===== src/mem_pkg.sv =====
`default_nettype none

package mem_pkg;

	// data and address word
	typedef logic [31:0] word_t;

	// general register number
	typedef logic [4:0] reg_addr_t;

	// cp0 register number
	typedef logic [4:0] cp0_addr_t;

	// byte lanes, bit 3 is bits 31:24 (offset 0, big-endian)
	typedef logic [3:0] sel_t;

	// memory opcodes, alu-op encoding
	typedef enum logic [7:0] {
		op_none = 8'b0000_0000,
		op_lb   = 8'b1110_0000,
		op_lbu  = 8'b1110_0100,
		op_lh   = 8'b1110_0001,
		op_lhu  = 8'b1110_0101,
		op_lw   = 8'b1110_0011,
		op_sb   = 8'b1110_1000,
		op_sh   = 8'b1110_1001,
		op_sw   = 8'b1110_1011
	} mem_op_e;

	// final exception codes
	typedef enum logic [31:0] {
		exc_none    = 32'h0000_0000,
		exc_int     = 32'h0000_0001,
		exc_adel    = 32'h0000_0004,
		exc_ades    = 32'h0000_0005,
		exc_syscall = 32'h0000_0008,
		exc_ri      = 32'h0000_000a,
		exc_eret    = 32'h0000_000e
	} exc_e;

	// flag positions in the incoming exception word
	localparam int exc_bit_syscall = 8;
	localparam int exc_bit_ri = 10;
	localparam int exc_bit_eret = 12;

	// cp0 register numbers
	localparam cp0_addr_t cp0_status = 5'd12;
	localparam cp0_addr_t cp0_cause = 5'd13;
	localparam cp0_addr_t cp0_epc = 5'd14;

	// lane selects
	localparam sel_t sel_none = 4'b0000;
	localparam sel_t sel_all = 4'b1111;
	localparam sel_t sel_byte_hi = 4'b1000;
	localparam sel_t sel_half_hi = 4'b1100;
	localparam sel_t sel_half_lo = 4'b0011;

endpackage

`default_nettype wire


===== src/cp0_forward.sv =====
`default_nettype none

module cp0_forward (
	input  wire                     rst_i,
	input  wire  mem_pkg::word_t    cp0_status_i,
	input  wire  mem_pkg::word_t    cp0_cause_i,
	input  wire  mem_pkg::word_t    cp0_epc_i,
	input  wire                     wb_cp0_we_i,
	input  wire  mem_pkg::cp0_addr_t wb_cp0_addr_i,
	input  wire  mem_pkg::word_t    wb_cp0_data_i,
	output mem_pkg::word_t          status_o,
	output mem_pkg::word_t          cause_o,
	output mem_pkg::word_t          epc_o
);

	logic hit_status;
	logic hit_cause;
	logic hit_epc;

	// writeback is writing this register right now
	assign hit_status = wb_cp0_we_i && (wb_cp0_addr_i == mem_pkg::cp0_status);
	assign hit_cause = wb_cp0_we_i && (wb_cp0_addr_i == mem_pkg::cp0_cause);
	assign hit_epc = wb_cp0_we_i && (wb_cp0_addr_i == mem_pkg::cp0_epc);

	always_comb begin
		if (rst_i) begin
			status_o = '0;
			cause_o = '0;
			epc_o = '0;
		end else begin
			// newer value from writeback wins over cp0
			status_o = hit_status ? wb_cp0_data_i : cp0_status_i;
			cause_o = hit_cause ? wb_cp0_data_i : cp0_cause_i;
			epc_o = hit_epc ? wb_cp0_data_i : cp0_epc_i;
		end
	end

endmodule

`default_nettype wire


===== src/except_resolve.sv =====
`default_nettype none

module except_resolve (
	input  wire  mem_pkg::word_t excepttype_i,
	input  wire  mem_pkg::word_t inst_addr_i,
	input  wire                  adel_i,
	input  wire                  ades_i,
	input  wire  mem_pkg::word_t status_i,
	input  wire  mem_pkg::word_t cause_i,
	output mem_pkg::exc_e        exc_o
);

	logic int_pending;
	logic int_enabled;

	// pending and unmasked
	assign int_pending = |(cause_i[15:8] & status_i[15:8]);
	// exl clear, ie set
	assign int_enabled = !status_i[1] && status_i[0];

	always_comb begin
		exc_o = mem_pkg::exc_none;
		// a zero pc marks a bubble, nothing to report
		if (inst_addr_i != '0) begin
			if (int_pending && int_enabled) begin
				exc_o = mem_pkg::exc_int;
			end else if (adel_i) begin
				exc_o = mem_pkg::exc_adel;
			end else if (ades_i) begin
				exc_o = mem_pkg::exc_ades;
			end else if (excepttype_i[mem_pkg::exc_bit_syscall]) begin
				exc_o = mem_pkg::exc_syscall;
			end else if (excepttype_i[mem_pkg::exc_bit_ri]) begin
				exc_o = mem_pkg::exc_ri;
			end else if (excepttype_i[mem_pkg::exc_bit_eret]) begin
				exc_o = mem_pkg::exc_eret;
			end
		end
	end

endmodule

`default_nettype wire


===== src/mem_request.sv =====
`default_nettype none

module mem_request (
	input  wire                      clk,
	input  wire                      rst_i,
	input  wire  mem_pkg::mem_op_e   op_i,
	input  wire  mem_pkg::word_t     addr_i,
	input  wire  mem_pkg::word_t     reg2_i,
	input  wire  mem_pkg::exc_e      exc_i,
	output logic                     adel_o,
	output logic                     ades_o,
	output mem_pkg::word_t           mem_addr_o,
	output mem_pkg::sel_t            mem_sel_o,
	output mem_pkg::word_t           mem_data_o,
	output logic                     mem_ce_o,
	output logic                     mem_we_o,
	output mem_pkg::exc_e            excepttype_o,
	output mem_pkg::word_t           bad_v_addr_o,
	output mem_pkg::mem_op_e         op_q_o,
	output logic [1:0]               off_q_o
);

	logic [1:0] off;
	mem_pkg::sel_t byte_sel;
	mem_pkg::sel_t half_sel;
	mem_pkg::sel_t sel_d;
	mem_pkg::word_t data_d;
	logic ce_d;
	logic we_d;

	assign off = addr_i[1:0];

	// big-endian lanes, offset 0 is the top byte
	assign byte_sel = mem_pkg::sel_byte_hi >> off;
	assign half_sel = off[1] ? mem_pkg::sel_half_lo : mem_pkg::sel_half_hi;

	always_comb begin
		sel_d = mem_pkg::sel_none;
		data_d = '0;
		ce_d = 1'b0;
		we_d = 1'b0;
		adel_o = 1'b0;
		ades_o = 1'b0;
		case (op_i)
			mem_pkg::op_lb, mem_pkg::op_lbu: begin
				ce_d = 1'b1;
				sel_d = byte_sel;
			end
			mem_pkg::op_lh, mem_pkg::op_lhu: begin
				if (!off[0]) begin
					ce_d = 1'b1;
					sel_d = half_sel;
				end else begin
					adel_o = 1'b1;
				end
			end
			mem_pkg::op_lw: begin
				if (off == 2'b00) begin
					ce_d = 1'b1;
					sel_d = mem_pkg::sel_all;
				end else begin
					adel_o = 1'b1;
				end
			end
			mem_pkg::op_sb: begin
				ce_d = 1'b1;
				we_d = 1'b1;
				sel_d = byte_sel;
				// memory picks the lane, so replicate
				data_d = {4{reg2_i[7:0]}};
			end
			mem_pkg::op_sh: begin
				if (!off[0]) begin
					ce_d = 1'b1;
					we_d = 1'b1;
					sel_d = half_sel;
					data_d = {2{reg2_i[15:0]}};
				end else begin
					ades_o = 1'b1;
				end
			end
			mem_pkg::op_sw: begin
				if (off == 2'b00) begin
					ce_d = 1'b1;
					we_d = 1'b1;
					sel_d = mem_pkg::sel_all;
					data_d = reg2_i;
				end else begin
					ades_o = 1'b1;
				end
			end
			default: begin
				// bubble, memory stays idle
			end
		endcase
	end

	always_ff @(posedge clk) begin
		if (rst_i) begin
			mem_addr_o <= '0;
			mem_sel_o <= mem_pkg::sel_none;
			mem_data_o <= '0;
			mem_ce_o <= 1'b0;
			mem_we_o <= 1'b0;
			excepttype_o <= mem_pkg::exc_none;
			bad_v_addr_o <= '0;
			op_q_o <= mem_pkg::op_none;
			off_q_o <= 2'b00;
		end else begin
			mem_addr_o <= (op_i == mem_pkg::op_none) ? '0 : addr_i;
			mem_sel_o <= sel_d;
			mem_data_o <= data_d;
			mem_ce_o <= ce_d;
			// any exception cancels the store
			mem_we_o <= we_d && (exc_i == mem_pkg::exc_none);
			excepttype_o <= exc_i;
			bad_v_addr_o <= (adel_o || ades_o) ? addr_i : '0;
			op_q_o <= op_i;
			off_q_o <= off;
		end
	end

endmodule

`default_nettype wire


===== src/load_align.sv =====
`default_nettype none

module load_align (
	input  wire                       clk,
	input  wire                       rst_i,
	input  wire  mem_pkg::mem_op_e    op_i,
	input  wire  [1:0]                off_i,
	input  wire  mem_pkg::word_t      mem_data_i,
	input  wire  mem_pkg::exc_e       exc_i,
	input  wire  mem_pkg::reg_addr_t  wd_i,
	input  wire                       wreg_i,
	input  wire  mem_pkg::word_t      wdata_i,
	output mem_pkg::reg_addr_t        wd_o,
	output logic                      wreg_o,
	output mem_pkg::word_t            wdata_o
);

	logic [7:0] ld_byte;
	logic [15:0] ld_half;
	logic is_load;
	mem_pkg::word_t result;

	// offset 0 sits in bits 31:24
	always_comb begin
		case (off_i)
			2'b00: ld_byte = mem_data_i[31:24];
			2'b01: ld_byte = mem_data_i[23:16];
			2'b10: ld_byte = mem_data_i[15:8];
			default: ld_byte = mem_data_i[7:0];
		endcase
	end

	assign ld_half = off_i[1] ? mem_data_i[15:0] : mem_data_i[31:16];

	always_comb begin
		is_load = 1'b1;
		case (op_i)
			mem_pkg::op_lb: result = {{24{ld_byte[7]}}, ld_byte};
			mem_pkg::op_lbu: result = {24'h0, ld_byte};
			mem_pkg::op_lh: result = {{16{ld_half[15]}}, ld_half};
			mem_pkg::op_lhu: result = {16'h0, ld_half};
			mem_pkg::op_lw: result = mem_data_i;
			default: begin
				is_load = 1'b0;
				result = wdata_i;
			end
		endcase
	end

	always_ff @(posedge clk) begin
		if (rst_i) begin
			wd_o <= '0;
			wreg_o <= 1'b0;
			wdata_o <= '0;
		end else begin
			wd_o <= wd_i;
			wreg_o <= wreg_i;
			// faulting load never reached memory
			wdata_o <= (is_load && exc_i != mem_pkg::exc_none) ? '0 : result;
		end
	end

endmodule

`default_nettype wire


===== src/mem_stage.sv =====
`default_nettype none

module mem_stage (
	input  wire                        clk,
	input  wire                        rst_i,
	input  wire  mem_pkg::mem_op_e     op_i,
	input  wire  mem_pkg::word_t       addr_i,
	input  wire  mem_pkg::word_t       reg2_i,
	input  wire  mem_pkg::reg_addr_t   wd_i,
	input  wire                        wreg_i,
	input  wire  mem_pkg::word_t       wdata_i,
	input  wire  mem_pkg::word_t       excepttype_i,
	input  wire                        in_delayslot_i,
	input  wire  mem_pkg::word_t       inst_addr_i,
	input  wire  mem_pkg::word_t       cp0_status_i,
	input  wire  mem_pkg::word_t       cp0_cause_i,
	input  wire  mem_pkg::word_t       cp0_epc_i,
	input  wire                        wb_cp0_we_i,
	input  wire  mem_pkg::cp0_addr_t   wb_cp0_addr_i,
	input  wire  mem_pkg::word_t       wb_cp0_data_i,
	input  wire  mem_pkg::word_t       mem_data_i,
	output mem_pkg::word_t             mem_addr_o,
	output mem_pkg::sel_t              mem_sel_o,
	output mem_pkg::word_t             mem_data_o,
	output logic                       mem_ce_o,
	output logic                       mem_we_o,
	output mem_pkg::exc_e              excepttype_o,
	output mem_pkg::word_t             bad_v_addr_o,
	output mem_pkg::word_t             epc_o,
	output logic                       in_delayslot_o,
	output mem_pkg::word_t             inst_addr_o,
	output mem_pkg::reg_addr_t         wd_o,
	output logic                       wreg_o,
	output mem_pkg::word_t             wdata_o
);

	mem_pkg::word_t status_fwd;
	mem_pkg::word_t cause_fwd;
	mem_pkg::word_t epc_fwd;
	mem_pkg::exc_e exc_d;
	logic adel;
	logic ades;
	mem_pkg::mem_op_e op_q;
	logic [1:0] off_q;
	mem_pkg::reg_addr_t wd_q;
	logic wreg_q;
	mem_pkg::word_t wdata_q;

	cp0_forward u_cp0_forward (
		.rst_i         (rst_i),
		.cp0_status_i  (cp0_status_i),
		.cp0_cause_i   (cp0_cause_i),
		.cp0_epc_i     (cp0_epc_i),
		.wb_cp0_we_i   (wb_cp0_we_i),
		.wb_cp0_addr_i (wb_cp0_addr_i),
		.wb_cp0_data_i (wb_cp0_data_i),
		.status_o      (status_fwd),
		.cause_o       (cause_fwd),
		.epc_o         (epc_fwd)
	);

	except_resolve u_except_resolve (
		.excepttype_i (excepttype_i),
		.inst_addr_i  (inst_addr_i),
		.adel_i       (adel),
		.ades_i       (ades),
		.status_i     (status_fwd),
		.cause_i      (cause_fwd),
		.exc_o        (exc_d)
	);

	mem_request u_mem_request (
		.clk          (clk),
		.rst_i        (rst_i),
		.op_i         (op_i),
		.addr_i       (addr_i),
		.reg2_i       (reg2_i),
		.exc_i        (exc_d),
		.adel_o       (adel),
		.ades_o       (ades),
		.mem_addr_o   (mem_addr_o),
		.mem_sel_o    (mem_sel_o),
		.mem_data_o   (mem_data_o),
		.mem_ce_o     (mem_ce_o),
		.mem_we_o     (mem_we_o),
		.excepttype_o (excepttype_o),
		.bad_v_addr_o (bad_v_addr_o),
		.op_q_o       (op_q),
		.off_q_o      (off_q)
	);

	// stage one copies of the pass-through fields
	always_ff @(posedge clk) begin
		if (rst_i) begin
			wd_q <= '0;
			wreg_q <= 1'b0;
			wdata_q <= '0;
			epc_o <= '0;
			in_delayslot_o <= 1'b0;
			inst_addr_o <= '0;
		end else begin
			wd_q <= wd_i;
			wreg_q <= wreg_i;
			wdata_q <= wdata_i;
			epc_o <= epc_fwd;
			in_delayslot_o <= in_delayslot_i;
			inst_addr_o <= inst_addr_i;
		end
	end

	// read word comes back during the request cycle
	load_align u_load_align (
		.clk        (clk),
		.rst_i      (rst_i),
		.op_i       (op_q),
		.off_i      (off_q),
		.mem_data_i (mem_data_i),
		.exc_i      (excepttype_o),
		.wd_i       (wd_q),
		.wreg_i     (wreg_q),
		.wdata_i    (wdata_q),
		.wd_o       (wd_o),
		.wreg_o     (wreg_o),
		.wdata_o    (wdata_o)
	);

endmodule

`default_nettype wire


===== config.mk =====
export PLATFORM = sky130hd
export DESIGN_NAME = mem_stage
export DESIGN_NICKNAME = d
export VERILOG_FILES = /design/src/mem_pkg.sv /design/src/cp0_forward.sv /design/src/except_resolve.sv /design/src/mem_request.sv /design/src/load_align.sv /design/src/mem_stage.sv
export SDC_FILE = /design/constraint.sdc
export NUM_CORES = 1
export LEC_CHECK = 0
export BUFFER_PORTS_ARGS = -buffer_cell sky130_fd_sc_hd__buf_2
export CORE_AREA = 2 2 227 229
export CTS_BUF_LIST = sky130_fd_sc_hd__clkbuf_8
export DETAILED_ROUTE_END_ITERATION = 16
export DIE_AREA = 0 0 229 231
export GPL_ROUTABILITY_DRIVEN = 0
export SYNTH_ARGS = -nofsm -noshare
export SYNTH_HDL_FRONTEND = slang
export SYNTH_SLANG_ARGS = --single-unit
export TNS_END_PERCENT = 10

===== constraint.sdc =====
create_clock -name clk -period 2.4 [get_ports clk]
set_input_delay 0.12 -clock clk [delete_from_list [all_inputs] [get_ports clk]]
set_output_delay 0.12 -clock clk [all_outputs]
set_load 0.01 [all_outputs]

Yosys cells after proc, flatten, opt, wreduce, memory -nomap -nowiden

Index checks and enable logic that the tools add are counted.
W data, S select, Z words.

Bits of input ports: 343
Output and inout port bits: 237
Word-level logic and storage cells: 94
Flip-flop bits (word level): 285

Reduce and logical (&&, ||, !) cells: 24
Mux-type cells: 31
Eq/ne operators: 18
Bitwise logic cells: 2
Shift-type cells: 1

Operator list:

| operator              | count |
|---|---|
| $mux W32              | 9 |
| $pmux W32 S5          | 1 |
| $eq A8 B8 Y1 const B  | 13 |
| $pmux W32 S3          | 1 |
| $mux W16              | 5 |
| $reduce_bool A32 Y1   | 2 |
| $logic_not A32 Y1     | 1 |
| $pmux W8 S3           | 1 |
| $mux W4               | 4 |
| $eq A5 B4 Y1 const B  | 3 |
| $pmux W4 S3           | 1 |
| $reduce_or A2 Y1      | 5 |
| $and A8 B8 Y8         | 1 |
| $logic_not A8 Y1      | 1 |
| $reduce_or A8 Y1      | 1 |
| $logic_and A1 B1 Y1   | 7 |
| $pmux W1 S3           | 2 |
| $reduce_or A3 Y1      | 2 |
| $mux W1               | 5 |
| $reduce_or A5 Y1      | 1 |
| $logic_not A2 Y1      | 2 |
| $pmux W1 S2           | 2 |
| $shr A4 B2 Y4 const A | 1 |
| $eq A2 B1 Y1 const B  | 1 |
| other kinds (4)       | 4 |

Longest topological paths before layout

Depth in word-level cells: 11
Depth in mapped cells: 8
Gate-level depth less buffers: 5

Modules after synthesis

A second synthesis with hierarchy kept.

Cells, all modules: 1,166
Area total of the unflattened synthesis: 11,800.1 µm²

By module, submodules not included:

| module         | times used | sequential area each (µm²) | area each (µm²) | cells an instance |
|---|---|---|---|---|
| mem_request    | 1          | 2,882.8                    | 4,596.9         | 412 |
| mem_stage      | 1          | 2,062.0                    | 2,763.9         | 217 |
| load_align     | 1          | 760.7                      | 2,064.5         | 223 |
| cp0_forward    | 1          | 0.0                        | 1,965.6         | 257 |
| except_resolve | 1          | 0.0                        | 409.1           | 57 |

Worst setup path after synthesis

Ideal clock, no wire load.

Kind: reg-to-reg
From: register u_mem_request.off_q_o[1]
To: register u_load_align.wdata_o[21]
Buffers on the path: 2
Stages on the path, launching flop included: 8
Data required time: 2,258 ps
Setup slack: 591 ps
Clock period less this slack: 1,809 ps
Data arrival time: 1,667 ps
Path through: dfxtp_1 -> buf_2 -> mux4_2 -> nor2_1 -> nor2_1 -> o21ai_2 -> buf_2 -> a311oi_1

Cells in the longest elaborated chain, start to end: 3

RTL lines:

| what                                 | line               | text |
|---|---|---|
| start, declared                      | mem_request.sv:20  | `output logic [1:0] off_q_o` |
| start signal, assigned               | mem_request.sv:108 | `off_q_o <= 2'b00;` |
| start signal, assigned               | mem_request.sv:119 | `off_q_o <= off;` |
| $eq A2 B2 Y1 (tied with other cells) | load_align.sv:25   | `case (off_i)` |
| $pmux W8 S3                          | load_align.sv:25   |  |
| $pmux W32 S5 (*)                     | load_align.sv:37   | `case (op_i)` |
| end signal, assigned                 | load_align.sv:59   | `wdata_o <= (is_load && exc_i != mem_pkg::exc_none) ? '0 : result;` |
| end, declared                        | load_align.sv:15   | `output mem_pkg::word_t wdata_o` |

Every way passes the cells marked *; elsewhere a longest branch is shown, timed or not.
A chain may end at the register's enable or synchronous reset.

Worst setup path after layout

From: input op_i[4]
To: register u_mem_request.mem_data_o[10]

Cells in the longest elaborated chain, start to end: 2

RTL lines:

| what                 | line               | text |
|---|---|---|
| start, declared      | mem_stage.sv:6     | `input wire mem_pkg::mem_op_e op_i,` |
| $eq A8 B8 Y1         | mem_request.sv:44  | `case (op_i)` |
| $pmux W32 S3 (*)     | mem_request.sv:44  |  |
| end signal, assigned | mem_request.sv:112 | `mem_data_o <= data_d;` |
| end, declared        | mem_request.sv:14  | `output mem_pkg::word_t mem_data_o,` |

Marked as above.

==> run_results.csv <==
group,metric,value,unit
run_status,status,"finished with violations",
run_status,violations,"negative setup slack",
floorplan,die-area,52900,um2
pwr,total_power,10.5,mW
clock_network,clkTransAtPathRegs,0.06,ns
global_route,grt_max_degree,51,
floorplan,core,50700,um2
pwr,ir_worst_vdd,334,uV
clock_network,htree_levels,2,
clock_network,clockBufferDepth,3,
cells_and_area,fin_nets,2022,
routing,wire_per_inst,16.6,um
sta,period_share,102,%
synth,synth_top_family_by_area,"simple AND/OR/NAND/NOR gates",
worst_setup_path,r2r-end,"u_load_align.wdata_o[30]",
sta,setup_viol,3,
routing,via_per_inst,4.08,
sta,finalHoldViolCount,0,
synth,synth_xor_area_share,0,%
worst_setup_path,required,2.95,ns
placed_design,placed_cells,2049,
synth,netlist_top_cells_count,"dfxtp_1, nand2_1, nor2b_1",
worst_setup_path,regToRegSetupSlack,0.39,ns
floorplan,die_y,231,um
sta,drv_slew,0,
floorplan,die_w,229,um
pwr,power_leakage,7.25,nW
sta,tightest_slew,0.574,ns
synth,synth_compound_gate_area_share,12.0,%
sta,fin_setup_tns,-0.0910,ns
synth,syn_area,9040,um2
worst_setup_path,rr_startpoint,"u_mem_request.op_q_o[4]",
worst_setup_path,cp-start-kind,"input pin",
clock_network,clockRootBuffer,"clkbuf_8",
sta,setup_slack,-0.0472,ns
sta,max_freq,409,MHz
clock_network,clock-sinks,257,
worst_setup_path,ff2ff_path_depth,6,
clock_network,clock_latency,0.62,ns
routing,drt-initial-drc-count,541,
routing,routed_wl,40.0,mm
synth,seq_area_frac_synth,56.9,%
synth,synthTopCellsByArea,"dfxtp_1, nor2b_1, and2_1",
sta,grt_setup_unrepaired,"yes",
placed_design,io_buffers,476,
routing,vias,9810,
synth,synth_top_cell_area_share,56.9,%
floorplan,ioPinCount,580,
worst_setup_path,crit_type,"in2reg",
global_route,gr-total-overflow,0,
synth,ys.flop_type,"dfxtp_1",
synth,syn_inst,919,
synth,synth_edf_count,0,
clock_network,cts-buffers-inserted,50,
global_route,grt_pass1_vias,10200,
worst_setup_path,crit_fanout,8,
synth,yosysWarnings,0,
min_path,hold_start,"mem_data_i[6]",
cells_and_area,syn_to_final_growth,75.6,%
pwr,pwr_density_cell,659,nW/um2
clock_network,cts_tree,"built",
synth,synth_area_per_cell,9.84,um2
synth,yosys.area_share.adder,0,%
routing,drc_errors,0,
synth,synth.most_common_cell,"dfxtp_1",
synth,async_flop_share,0,%
synth,synth_cell_types,52,
min_path,min_to,"u_load_align.wdata_o[6]",
worst_setup_path,endpoint_kind,"flip-flop",
cells_and_area,stdcell_count,2405,
placed_design,place_ws,0.367,ns
synth,synth-simple-area-share,23.3,%
global_route,antenna_found_initial,11,
flow_run,maxCapViolCount,0,
routing,first_pass_iters,7,
worst_setup_path,worstPathArrival,3.00,ns
sta,slew_headroom,61.7,%
cells_and_area,drive_gt1_share,35.7,%
global_route,grt_pass1_wl,58.8,mm
floorplan,num_rows,83,
sta,finalCriticalPeriod,2.45,ns
global_route,grt_usage,14.4,%
placed_design,dpl.hpwl,27.8,mm
cells_and_area,nFillCells,5251,
routing,ant_nets,0,
synth,yosysTopAreaCell,"dfxtp_1",
sta,finalClockSkew,0.0219,ns
min_path,hp-class,"in2reg",
synth,ys_ff_latch,257,
min_path,min_delay_path_depth,3,
synth,synth_mux_area_share,2.66,%
floorplan,initial_core_util,17.8,%
-- power by group --
| part | switching [mW] | total, mW | internal, mW | leakage [nW] |
|---|---|---|---|---|
| combinational | 0.568 | 1.24 | 0.668 | 4.54 |
| sequential | 0.0558 | 4.49 | 4.43 | 2.12 |
| clock | 2.04 | 4.72 | 2.68 | 0.599 |
| total | 2.67 | 10.5 | 7.78 | 7.25 |
-- kinds of logic after synthesis --
group,Yosys count
AO/OA/AOI/OAI,159
flip-flops,257
multiplexers,14
AND/OR/NAND/NOR,401
buffers and inverters,87
other,1
-- metal layers --
layer  up-vias  track usage (%)  part of all wire [%]
met5         -                0                  0.14
met4        10             6.62                   4.1
met3       108             5.09                   9.5
met2       539             23.9                    47
met1      4545             16.7                    40
li1       4608                -                     -
-- area by class of cell --
type	count	area [um2]	share of cell area [%]
inverters	4	15.0	0.0946
diodes	6	15.0	0.0946
clock buffers	59	812	5.12
well taps	680	851	5.36
repair buffers	764	5210	32.8
flip-flops and latches	257	5140	32.4
multi-input cells	602	3560	22.4
clock inverters	33	265	1.67
-- registers in the layout, summed over array words and instances (netlist names), 4 cells and up --
| name | flops |
|---|---|
| epc_o | 32 |
| inst_addr_o | 32 |
| u_load_align.wd_o | 5 |
| u_load_align.wdata_o | 32 |
| u_mem_request.bad_v_addr_o | 32 |
| u_mem_request.excepttype_o | 4 |
| u_mem_request.mem_addr_o | 32 |
| u_mem_request.mem_data_o | 32 |
| u_mem_request.mem_sel_o | 4 |
| u_mem_request.op_q_o | 8 |
| wd_q | 5 |
| wdata_q | 32 |
-- per-stage QoR --
| step | hold WS [ns] | area [um2] | util [%] |
|---|---|---|---|
| final | 0.0577 | 15900 | 31.3 |
| after global routing | 0.0351 | 15900 | 31.3 |
| after CTS | 0.0123 | 15800 | 31.2 |
| after detailed placement | 0.332 | 12200 | 24.1 |
| after global placement | 0.329 | 12200 | 24.1 |
| after floorplan | 0.242 | 9140 | - |
-- critical path, cell delays in order --
cell and delay, ns:
dlygate4sd3_1 0.58, buf_2 0.17, or3b_4 0.42, or4_4 0.53
a21oi_4 0.32, nand2_1 0.12, a21oi_1 0.16, dlygate4sd3_1 0.57
-- placed cells by master, fill, tap and decap left out, drive strengths merged, types with 18 or more instances in the layout --
cell type    Yosys  layout
inv              4      20
clkbuf          40      59
nor2b           88      88
and2            70      70
buf             43     509
a311oi          18      18
nand2          116     116
a22oi           33      33
dfxtp          257     257
a21oi           64      64
nor2            68      68
dlygate4sd3      0     255
conb             1      28
-- worst max path at each step --
stage	to	depth (start not counted)	startpoint
global placement	u_mem_request.mem_data_o[28]	6	op_i[2]
finish	u_mem_request.mem_data_o[10]	8	op_i[4]
global route	u_mem_request.mem_data_o[15]	8	op_i[4]
detailed placement	u_mem_request.mem_data_o[28]	6	op_i[2]
floorplan	u_load_align.wdata_o[21]	7	u_mem_request.off_q_o[1]
CTS	u_mem_request.mem_data_o[16]	8	op_i[4]
-- repair_timing --
item	4_1_cts	5_1_grt
setup endpoints to repair	0	8
hold buffers	255	0
gates resized for setup	0	2
buffers inserted	0	3
hold endpoints to repair	247	0
No activity file was read; power rests on OpenSTA's default activity.
